## config.mk

```make
export PLATFORM = sky130hd
export DESIGN_NAME = config_top
export DESIGN_NICKNAME = d
export VERILOG_FILES = /design/src/tag_pkg.sv /design/src/tag_master.sv /design/src/tag_client_bank.sv /design/src/dmc_param_unpack.sv /design/src/config_top.sv
export SDC_FILE = /design/constraint.sdc
export NUM_CORES = 1
export LEC_CHECK = 0
export BUFFER_PORTS_ARGS = -buffer_cell sky130_fd_sc_hd__buf_2
export CAP_MARGIN = 20
export CORE_MARGIN = 5
export CORE_UTILIZATION = 60
export DETAILED_ROUTE_END_ITERATION = 12
export PLACE_DENSITY = 0.87
export SLEW_MARGIN = 15
export SYNTH_ARGS = -nofsm -noshare
export SYNTH_HDL_FRONTEND = slang
export SYNTH_SLANG_ARGS = --single-unit
```

## constraint.sdc

```tcl
create_clock -name tag_clk_i -period 3.8 [get_ports tag_clk_i]
set_clock_uncertainty 0.1 [all_clocks]
set_input_delay 0.38 -clock tag_clk_i [delete_from_list [all_inputs] [get_ports tag_clk_i]]
set_output_delay 0.38 -clock tag_clk_i [all_outputs]
set_load 0.02 [all_outputs]
```

## src/tag_pkg.sv

```systemverilog
package tag_pkg;

  //////////////////////////////////////////////////
  // Tag network geometry

  // Clients hanging off the tag master
  localparam int NUM_CLIENTS = 13;
  // ID field width, wide enough to address 16 clients
  localparam int CLIENT_ID_W = 4;
  // One byte of payload per client
  localparam int PAYLOAD_W = 8;
  // DRAM timing parameter clients
  localparam int NUM_DMC_PARAMS = 10;

  // Start bit, ID, mode bit, payload
  localparam int PKT_LEN = 1 + CLIENT_ID_W + 1 + PAYLOAD_W;

  // Bit counter covers the longer of the ID and payload fields
  localparam int BIT_CNT_W = $clog2((PAYLOAD_W > CLIENT_ID_W) ? PAYLOAD_W : CLIENT_ID_W);

  //////////////////////////////////////////////////
  // Client numbering

  localparam int CLIENT_CORE           = 0;
  localparam int CLIENT_ROUTER         = 1;
  localparam int CLIENT_DMC_CTRL       = 2;
  // Parameter bytes p0 to p9 sit on clients 3 to 12
  localparam int CLIENT_DMC_PARAM_BASE = 3;

  //////////////////////////////////////////////////
  // Payload layout

  // Destination ID in the low bits of core and router payloads
  localparam int DID_W = 7;
  // Reset level in the top payload bit of the control clients
  localparam int CTRL_RESET_BIT = PAYLOAD_W - 1;
  // DMC bypass in bit 0 of the DMC control payload
  localparam int DMC_BYPASS_BIT = 0;

  typedef logic [CLIENT_ID_W-1:0] client_id_t;
  typedef logic [PAYLOAD_W-1:0]   tag_payload_t;
  typedef logic [DID_W-1:0]       did_t;

  // DRAM timing field types
  typedef logic [15:0] dmc_trefi_t;
  typedef logic [3:0]  dmc_nibble_t;
  typedef logic [1:0]  dmc_bank_w_t;

  // Master FSM
  typedef enum logic [1:0]
  {
    IDLE,
    ID,
    MODE,
    PAYLOAD
  } tag_state_e;

endpackage

```

## src/tag_master.sv

```systemverilog
module tag_master
  (
    input  logic                      tag_clk_i
  , input  logic                      rst_i
  , input  logic                      data_i
  , output logic                      wr_v_o
  , output tag_pkg::client_id_t       wr_id_o
  , output logic                      wr_mode_o
  , output tag_pkg::tag_payload_t     wr_data_o
  );

  // Last bit positions within the ID and payload fields
  localparam logic [tag_pkg::BIT_CNT_W-1:0] ID_LAST  =
    tag_pkg::BIT_CNT_W'(tag_pkg::CLIENT_ID_W - 1);
  localparam logic [tag_pkg::BIT_CNT_W-1:0] PAY_LAST =
    tag_pkg::BIT_CNT_W'(tag_pkg::PAYLOAD_W - 1);

  tag_pkg::tag_state_e            state_r;
  tag_pkg::tag_state_e            state_n;
  logic [tag_pkg::BIT_CNT_W-1:0]  cnt_r;
  logic [tag_pkg::BIT_CNT_W-1:0]  cnt_n;
  logic                           pkt_done;
  logic                           wr_v_r;

  // Field shift registers, loaded LSB first
  tag_pkg::client_id_t            id_r;
  logic                           mode_r;
  tag_pkg::tag_payload_t          data_r;

  //////////////////////////////////////////////////
  // Next state

  always_comb
  begin
    state_n  = state_r;
    cnt_n    = cnt_r;
    pkt_done = 1'b0;
    case (state_r)
      tag_pkg::IDLE:
      begin
        // Any 1 on the gated line is a start bit
        if (data_i)
        begin
          state_n = tag_pkg::ID;
          cnt_n   = '0;
        end
      end
      tag_pkg::ID:
      begin
        cnt_n = cnt_r + 1'b1;
        if (cnt_r == ID_LAST)
        begin
          state_n = tag_pkg::MODE;
        end
      end
      tag_pkg::MODE:
      begin
        // Single mode bit, then restart the count for the payload
        cnt_n   = '0;
        state_n = tag_pkg::PAYLOAD;
      end
      tag_pkg::PAYLOAD:
      begin
        cnt_n = cnt_r + 1'b1;
        if (cnt_r == PAY_LAST)
        begin
          // Back to IDLE so a start bit can follow right away
          state_n  = tag_pkg::IDLE;
          pkt_done = 1'b1;
        end
      end
      default:
      begin
        state_n = tag_pkg::IDLE;
      end
    endcase
  end

  //////////////////////////////////////////////////
  // Control registers

  always_ff @(posedge tag_clk_i)
  begin
    if (rst_i)
    begin
      state_r <= tag_pkg::IDLE;
      cnt_r   <= '0;
      wr_v_r  <= 1'b0;
    end
    else
    begin
      state_r <= state_n;
      cnt_r   <= cnt_n;
      // Strobe lands the cycle after the last payload bit
      wr_v_r  <= pkt_done;
    end
  end

  // Field capture, held stable through the strobe cycle
  always_ff @(posedge tag_clk_i)
  begin
    if (state_r == tag_pkg::ID)
    begin
      id_r <= {data_i, id_r[tag_pkg::CLIENT_ID_W-1:1]};
    end
    if (state_r == tag_pkg::MODE)
    begin
      mode_r <= data_i;
    end
    if (state_r == tag_pkg::PAYLOAD)
    begin
      data_r <= {data_i, data_r[tag_pkg::PAYLOAD_W-1:1]};
    end
  end

  assign wr_v_o    = wr_v_r;
  assign wr_id_o   = id_r;
  assign wr_mode_o = mode_r;
  assign wr_data_o = data_r;

  //////////////////////////////////////////////////
  // Checks

  // One strobe per packet
  a_strobe_single : assert property (@(posedge tag_clk_i) disable iff (rst_i)
    wr_v_r |=> !wr_v_r);

  // After the strobe the FSM is idle or already on the next packet
  a_strobe_state : assert property (@(posedge tag_clk_i) disable iff (rst_i)
    wr_v_r |=> (state_r == tag_pkg::IDLE || state_r == tag_pkg::ID));

  // Fixed packet length from start bit to strobe
  a_pkt_len : assert property (@(posedge tag_clk_i) disable iff (rst_i)
    (state_r == tag_pkg::IDLE && data_i) |-> ##(tag_pkg::PKT_LEN) wr_v_r);

endmodule

```

## src/tag_client_bank.sv

```systemverilog
module tag_client_bank
  (
    input  logic                                              tag_clk_i
  , input  logic                                              rst_i
  , input  logic                                              wr_v_i
  , input  tag_pkg::client_id_t                               wr_id_i
  , input  logic                                              wr_mode_i
  , input  tag_pkg::tag_payload_t                             wr_data_i
  , output tag_pkg::tag_payload_t [tag_pkg::NUM_CLIENTS-1:0]  client_data_o
  , output logic [tag_pkg::NUM_CLIENTS-1:0]                   client_new_o
  );

  // Write accepted only for IDs that map to a real client
  logic                                             wr_ok;
  // One-hot client select for the current write
  logic [tag_pkg::NUM_CLIENTS-1:0]                  wr_sel;
  // Value stored by the write, zero for a reset write
  tag_pkg::tag_payload_t                            wr_val;

  tag_pkg::tag_payload_t [tag_pkg::NUM_CLIENTS-1:0] data_r;
  logic [tag_pkg::NUM_CLIENTS-1:0]                  new_r;

  //////////////////////////////////////////////////
  // Write decode

  // IDs 13 to 15 fall off the end of the chain
  assign wr_ok  = wr_v_i && (int'(wr_id_i) < tag_pkg::NUM_CLIENTS);
  assign wr_val = wr_mode_i ? wr_data_i : '0;

  always_comb
  begin
    wr_sel = '0;
    for (int i = 0; i < tag_pkg::NUM_CLIENTS; i++)
    begin
      if (wr_ok && (int'(wr_id_i) == i))
      begin
        wr_sel[i] = 1'b1;
      end
    end
  end

  //////////////////////////////////////////////////
  // Client registers

  for (genvar i = 0; i < tag_pkg::NUM_CLIENTS; i++)
  begin : g_client
    always_ff @(posedge tag_clk_i)
    begin
      if (rst_i)
      begin
        // Default payload is zero so every reset line starts low
        data_r[i] <= '0;
        new_r[i]  <= 1'b0;
      end
      else
      begin
        // New flag is a single-cycle pulse per accepted write
        new_r[i] <= wr_sel[i];
        if (wr_sel[i])
        begin
          data_r[i] <= wr_val;
        end
      end
    end
  end

  assign client_data_o = data_r;
  assign client_new_o  = new_r;

  //////////////////////////////////////////////////
  // Checks

  // Master issues at most one write per cycle
  a_new_onehot : assert property (@(posedge tag_clk_i) disable iff (rst_i)
    $onehot0(new_r));

endmodule

```

## src/dmc_param_unpack.sv

```systemverilog
module dmc_param_unpack
  (
    input  logic                                                 tag_clk_i
  , input  logic                                                 rst_i
  , input  tag_pkg::tag_payload_t [tag_pkg::NUM_DMC_PARAMS-1:0]  param_i
  , input  logic [tag_pkg::NUM_DMC_PARAMS-1:0]                   param_new_i
  , input  logic                                                 dmc_reset_i
  , output tag_pkg::dmc_trefi_t                                  trefi_o
  , output tag_pkg::dmc_nibble_t                                 tmrd_o
  , output tag_pkg::dmc_nibble_t                                 trfc_o
  , output tag_pkg::dmc_nibble_t                                 trc_o
  , output tag_pkg::dmc_nibble_t                                 trp_o
  , output tag_pkg::dmc_nibble_t                                 tras_o
  , output tag_pkg::dmc_nibble_t                                 trrd_o
  , output tag_pkg::dmc_nibble_t                                 trcd_o
  , output tag_pkg::dmc_nibble_t                                 twr_o
  , output tag_pkg::dmc_nibble_t                                 twtr_o
  , output tag_pkg::dmc_nibble_t                                 trtp_o
  , output tag_pkg::dmc_nibble_t                                 tcas_o
  , output tag_pkg::dmc_nibble_t                                 col_width_o
  , output tag_pkg::dmc_nibble_t                                 row_width_o
  , output tag_pkg::dmc_nibble_t                                 init_cmd_cnt_o
  , output tag_pkg::dmc_bank_w_t                                 bank_width_o
  , output tag_pkg::dmc_bank_w_t                                 dqs_sel_cal_o
  , output logic                                                 params_valid_o
  );

  logic [tag_pkg::NUM_DMC_PARAMS-1:0] loaded_r;
  logic [tag_pkg::NUM_DMC_PARAMS-1:0] loaded_n;
  logic                               valid_r;

  //////////////////////////////////////////////////
  // Field mapping

  // Refresh interval spans p1:p0
  assign trefi_o        = {param_i[1], param_i[0]};
  assign tmrd_o         = param_i[2][3:0];
  assign trfc_o         = param_i[2][7:4];
  assign trc_o          = param_i[3][3:0];
  assign trp_o          = param_i[3][7:4];
  assign tras_o         = param_i[4][3:0];
  assign trrd_o         = param_i[4][7:4];
  assign trcd_o         = param_i[5][3:0];
  assign twr_o          = param_i[5][7:4];
  assign twtr_o         = param_i[6][3:0];
  assign trtp_o         = param_i[6][7:4];
  // CAS latency and column width each get their own nibble
  assign tcas_o         = param_i[7][3:0];
  assign col_width_o    = param_i[7][7:4];
  assign row_width_o    = param_i[8][3:0];
  assign bank_width_o   = param_i[8][5:4];
  // DQS select kept apart from bank width
  assign dqs_sel_cal_o  = param_i[9][1:0];
  assign init_cmd_cnt_o = param_i[9][7:4];

  //////////////////////////////////////////////////
  // Loaded tracking

  always_comb
  begin
    loaded_n = loaded_r;
    for (int i = 0; i < tag_pkg::NUM_DMC_PARAMS; i++)
    begin
      // Nonzero write marks the byte loaded, a zero write unmarks it
      if (param_new_i[i])
      begin
        loaded_n[i] = (param_i[i] != '0);
      end
    end
    // Controller in reset forgets everything loaded so far
    if (dmc_reset_i)
    begin
      loaded_n = '0;
    end
  end

  always_ff @(posedge tag_clk_i)
  begin
    if (rst_i)
    begin
      loaded_r <= '0;
      valid_r  <= 1'b0;
    end
    else
    begin
      loaded_r <= loaded_n;
      // Valid one cycle after the completing new pulse
      valid_r  <= &loaded_n;
    end
  end

  assign params_valid_o = valid_r;

  //////////////////////////////////////////////////
  // Checks

  // Valid only comes up right after a parameter update
  a_valid_rise : assert property (@(posedge tag_clk_i) disable iff (rst_i)
    $rose(valid_r) |-> $past(|param_new_i));

endmodule

```

## src/config_top.sv

```systemverilog
module config_top
  (
    input  logic                             tag_clk_i
  , input  logic                             rst_i
  , input  logic                             tag_en_i
  , input  logic                             tag_data_i
  , output logic                             core_reset_o
  , output tag_pkg::did_t                    core_did_o
  , output logic                             router_reset_o
  , output tag_pkg::did_t                    router_did_o
  , output logic                             dmc_reset_o
  , output logic                             dmc_bypass_o
  , output tag_pkg::dmc_trefi_t              trefi_o
  , output tag_pkg::dmc_nibble_t             tmrd_o
  , output tag_pkg::dmc_nibble_t             trfc_o
  , output tag_pkg::dmc_nibble_t             trc_o
  , output tag_pkg::dmc_nibble_t             trp_o
  , output tag_pkg::dmc_nibble_t             tras_o
  , output tag_pkg::dmc_nibble_t             trrd_o
  , output tag_pkg::dmc_nibble_t             trcd_o
  , output tag_pkg::dmc_nibble_t             twr_o
  , output tag_pkg::dmc_nibble_t             twtr_o
  , output tag_pkg::dmc_nibble_t             trtp_o
  , output tag_pkg::dmc_nibble_t             tcas_o
  , output tag_pkg::dmc_nibble_t             col_width_o
  , output tag_pkg::dmc_nibble_t             row_width_o
  , output tag_pkg::dmc_nibble_t             init_cmd_cnt_o
  , output tag_pkg::dmc_bank_w_t             bank_width_o
  , output tag_pkg::dmc_bank_w_t             dqs_sel_cal_o
  , output logic                             params_valid_o
  , output logic [tag_pkg::NUM_CLIENTS-1:0]  client_new_o
  );

  logic                                             tag_bit;
  logic                                             wr_v;
  tag_pkg::client_id_t                              wr_id;
  logic                                             wr_mode;
  tag_pkg::tag_payload_t                            wr_data;
  tag_pkg::tag_payload_t [tag_pkg::NUM_CLIENTS-1:0] client_data;
  tag_pkg::tag_payload_t                            core_payload;
  tag_pkg::tag_payload_t                            router_payload;
  tag_pkg::tag_payload_t                            dmc_ctrl_payload;
  logic                                             dmc_reset;

  //////////////////////////////////////////////////
  // Tag master and client bank

  // Disabled line reads as idle zeros
  assign tag_bit = tag_en_i & tag_data_i;

  tag_master u_master
    (.tag_clk_i ( tag_clk_i )
    ,.rst_i     ( rst_i     )
    ,.data_i    ( tag_bit   )
    ,.wr_v_o    ( wr_v      )
    ,.wr_id_o   ( wr_id     )
    ,.wr_mode_o ( wr_mode   )
    ,.wr_data_o ( wr_data   )
    );

  tag_client_bank u_bank
    (.tag_clk_i     ( tag_clk_i    )
    ,.rst_i         ( rst_i        )
    ,.wr_v_i        ( wr_v         )
    ,.wr_id_i       ( wr_id        )
    ,.wr_mode_i     ( wr_mode      )
    ,.wr_data_i     ( wr_data      )
    ,.client_data_o ( client_data  )
    ,.client_new_o  ( client_new_o )
    );

  //////////////////////////////////////////////////
  // Control payload slices

  assign core_payload     = client_data[tag_pkg::CLIENT_CORE];
  assign router_payload   = client_data[tag_pkg::CLIENT_ROUTER];
  assign dmc_ctrl_payload = client_data[tag_pkg::CLIENT_DMC_CTRL];

  // Reset in the top bit, destination ID below it
  assign core_reset_o   = core_payload[tag_pkg::CTRL_RESET_BIT];
  assign core_did_o     = core_payload[tag_pkg::DID_W-1:0];
  assign router_reset_o = router_payload[tag_pkg::CTRL_RESET_BIT];
  assign router_did_o   = router_payload[tag_pkg::DID_W-1:0];

  assign dmc_reset    = dmc_ctrl_payload[tag_pkg::CTRL_RESET_BIT];
  assign dmc_reset_o  = dmc_reset;
  assign dmc_bypass_o = dmc_ctrl_payload[tag_pkg::DMC_BYPASS_BIT];

  //////////////////////////////////////////////////
  // DRAM parameter unpacker

  dmc_param_unpack u_dmc
    (.tag_clk_i      ( tag_clk_i )
    ,.rst_i          ( rst_i     )
    ,.param_i        ( client_data[tag_pkg::CLIENT_DMC_PARAM_BASE +: tag_pkg::NUM_DMC_PARAMS] )
    ,.param_new_i    ( client_new_o[tag_pkg::CLIENT_DMC_PARAM_BASE +: tag_pkg::NUM_DMC_PARAMS] )
    ,.dmc_reset_i    ( dmc_reset      )
    ,.trefi_o        ( trefi_o        )
    ,.tmrd_o         ( tmrd_o         )
    ,.trfc_o         ( trfc_o         )
    ,.trc_o          ( trc_o          )
    ,.trp_o          ( trp_o          )
    ,.tras_o         ( tras_o         )
    ,.trrd_o         ( trrd_o         )
    ,.trcd_o         ( trcd_o         )
    ,.twr_o          ( twr_o          )
    ,.twtr_o         ( twtr_o         )
    ,.trtp_o         ( trtp_o         )
    ,.tcas_o         ( tcas_o         )
    ,.col_width_o    ( col_width_o    )
    ,.row_width_o    ( row_width_o    )
    ,.init_cmd_cnt_o ( init_cmd_cnt_o )
    ,.bank_width_o   ( bank_width_o   )
    ,.dqs_sel_cal_o  ( dqs_sel_cal_o  )
    ,.params_valid_o ( params_valid_o )
    );

endmodule

```

==> results.ini <==
[run_status]
outcome=completed

[drt]
via_per_inst=5.618
wl_per_cell_um=17.49
num_vias=4534
drtIter0Drc=319
routed_wl_um=14110
first_pass_iters=5
ant_nets=0
drc=0

[synthesis]
yosysWarnings=0
synth-seq-area-share_pct=49.17
netlist_instances=661
syn-num-nets=673
avgSynthCellArea_sq_um=9.086
ys_seq_elements=141
syn-cell-area_sq_um=6006
yosys.cell_types.count=37

[sta]
setup_ws_ps=1407
tightest_slew_ps=1033
rsz0062_at_grt=false
fin_setup_tns_ps=0
min_period_ps=2393
hold_ws_ps=117.6
period_share_pct=62.97
setup_viol=0
fmax_ghz=0.4179
hold_viol_final=0
maxSlewHeadroom_pct=31.15
drv_slew=0

[die]
placementRows=36
die_w_um=110.0
die_h_um=110.0
dieArea_sq_um=12110
core_area_sq_um=9774
pin_count=112
initial_utilization_pct=61.44

[worst_setup_path]
worstPathMaxFanout=21
worstSetupStartpointType=register
crit_path_top_delay_cell=or3_1
crit_buf_inv=0
critPathCaptureType=register
cp.arrival_ps=2680
crit_start=u_master.wr_id_o[1]
critPathKind=register to register
cp_cell_sequence=nand3b_1 > or3_1 > mux2i_1 > nor2_1
critPathMaxStageDelay_ps=770
critPathTopFamily=simple AND/OR/NAND/NOR gates
r2r_start=u_master.wr_id_o[1]
cp.required_ps=4090

[cts]
insertion_delay_ps=510
hold_buffers=0
cts-resized-gates=0
htree_levels=4
clkTransAtPathRegs_ps=60
cts.sinks=141
tritoncts=done
cts_buffers=17
postCtsSetupBuffers=0
cts.path.max_buffers=2
cts-root-buf=clkbuf_8

[hold_path]
min_path_type=primary input to register
min_from=tag_data_i

[layout]
nets=673
drive_gt1_share_pct=22.26
final_cell_mix=dfxtp_1, buf_2, nor2_1
final_common_cell=dfxtp_1
antennaDiodeCount=0
n_fill_cell=749
area_growth_pct=8.917

[global_routing]
grt_max_degree=94
grt_use_total_pct=23.63
antenna_found_initial=0
grt_first_pass_wirelength_um=21960
overflow=0
grt_pass1_vias=4387

[place]
gp_congestion=0.8223
dpl_worst_slack_ps=1439
detailed_place_hpwl_um=9151
io_buffers=111

[flow_run]
max_cap_violations=0

[pwr]
peakVddDrop_mv=0.3102
p_leak_uw=0.002894
power.density_nw_per_um2=545.5

## layout make-up
| type | instances | area [sq um] | share of cell area [%] |
|---|---|---|---|
| Timing Repair Buffer | 113 | 573.1 | 8.761 |
| Multi-Input combinational cell | 377 | 2171 | 33.19 |
| Clock buffer | 24 | 513.0 | 7.842 |
| Clock inverter | 8 | 123.9 | 1.894 |
| Sequential cell | 141 | 2953 | 45.14 |
| Inverter | 11 | 41.29 | 0.6312 |
| Tap cell | 133 | 166.4 | 2.544 |
## path summary, 6_finish.rpt
path	end	slack, ps	depth (start not counted)
min reg2reg	u_master.wr_data_o[5]	350	0
min	u_master.wr_mode_o	120	2
max reg2reg	u_bank.client_data_o[11]	1410	4
max	u_bank.client_data_o[11]	1410	4
## synth_stat cells (all sizes together)
master	number	area share, %
a41oi	6	0.87
or4b	1	0.17
nor3	18	1.5
clkbuf	35	2.2
dfxtp	128	43
inv	11	0.69
a311oi	2	0.29
a221oi	1	0.15
nand4b	1	0.15
nor3b	2	0.25
o2111ai	1	0.15
nand4	1	0.10
o211a	1	0.17
and4b	1	0.17
a211oi	1	0.13
nand2b	2	0.21
mux2i	44	7.3
nand3	8	0.67
buf	97	12
nand3b	4	0.50
ha	8	1.7
and3	1	0.10
nor2b	11	1.1
nor2	68	4.5
o21ai	48	4.0
nand2	58	3.6
edfxtp	13	6.5
and2	9	0.94
or3	3	0.31
o21bai	6	0.75
nor4	12	1.4
a21boi	1	0.13
a21oi	58	4.8
## per-layer routing
metal / track usage (%) / routed length (um) / vias up
met5: 0 / 0 / -
met4: 8.281 / 189 / 0
met3: 5.941 / 1175 / 22
met2: 38.56 / 6869 / 207
met1: 30.50 / 5876 / 2147
li1: - / - / 2158
## per-stage QoR
step                      cells  instance area, sq um  utilization (%)  power [uW]
final                       807                  6541            66.92        3568
after global routing        807                  6541            66.92        3683
after CTS                   807                  6541            66.92        3571
after detailed placement    775                  5904            60.41        1857
after global placement      775                  5904            60.41        1844
after floorplan             661                  6006                -        1789
## logic make-up (layout without fill, tap and decap cells)
group / count (synthesis) / in the layout / share of synthesized area (%)
AO/OA/AOI/OAI: 125 / 125 / 11.46
adder cells (fa/ha/maj): 8 / 8 / 1.667
buffers and inverters: 143 / 156 / 14.69
flip-flops: 141 / 141 / 49.17
multiplexers: 44 / 44 / 7.333
AND/OR/NAND/NOR: 200 / 200 / 15.69
## worst reg2reg max path: cells and delay by family, from the launching register on
family           cells  cell delay [ps]
flip-flops           1              440
multiplexers         1              250
AND/OR/NAND/NOR      3             1480
## flip-flops by register name (all words and copies together) (netlist names)
signal                flops
u_master.wr_v_o           1
u_master.state_r          2
u_dmc.loaded_r           10
u_master.wr_data_o        8
u_bank.client_new_o      13
u_master.wr_id_o          4
u_master.wr_mode_o        1
u_bank.client_data_o     98
u_dmc.params_valid_o      1
u_master.cnt_r            3
## report_power, final
group          switching [uW]  internal, uW
clock                     603          1130
combinational             194          55.6
sequential               38.4          1540
Note: power is estimated with default switching activity, not from simulation.
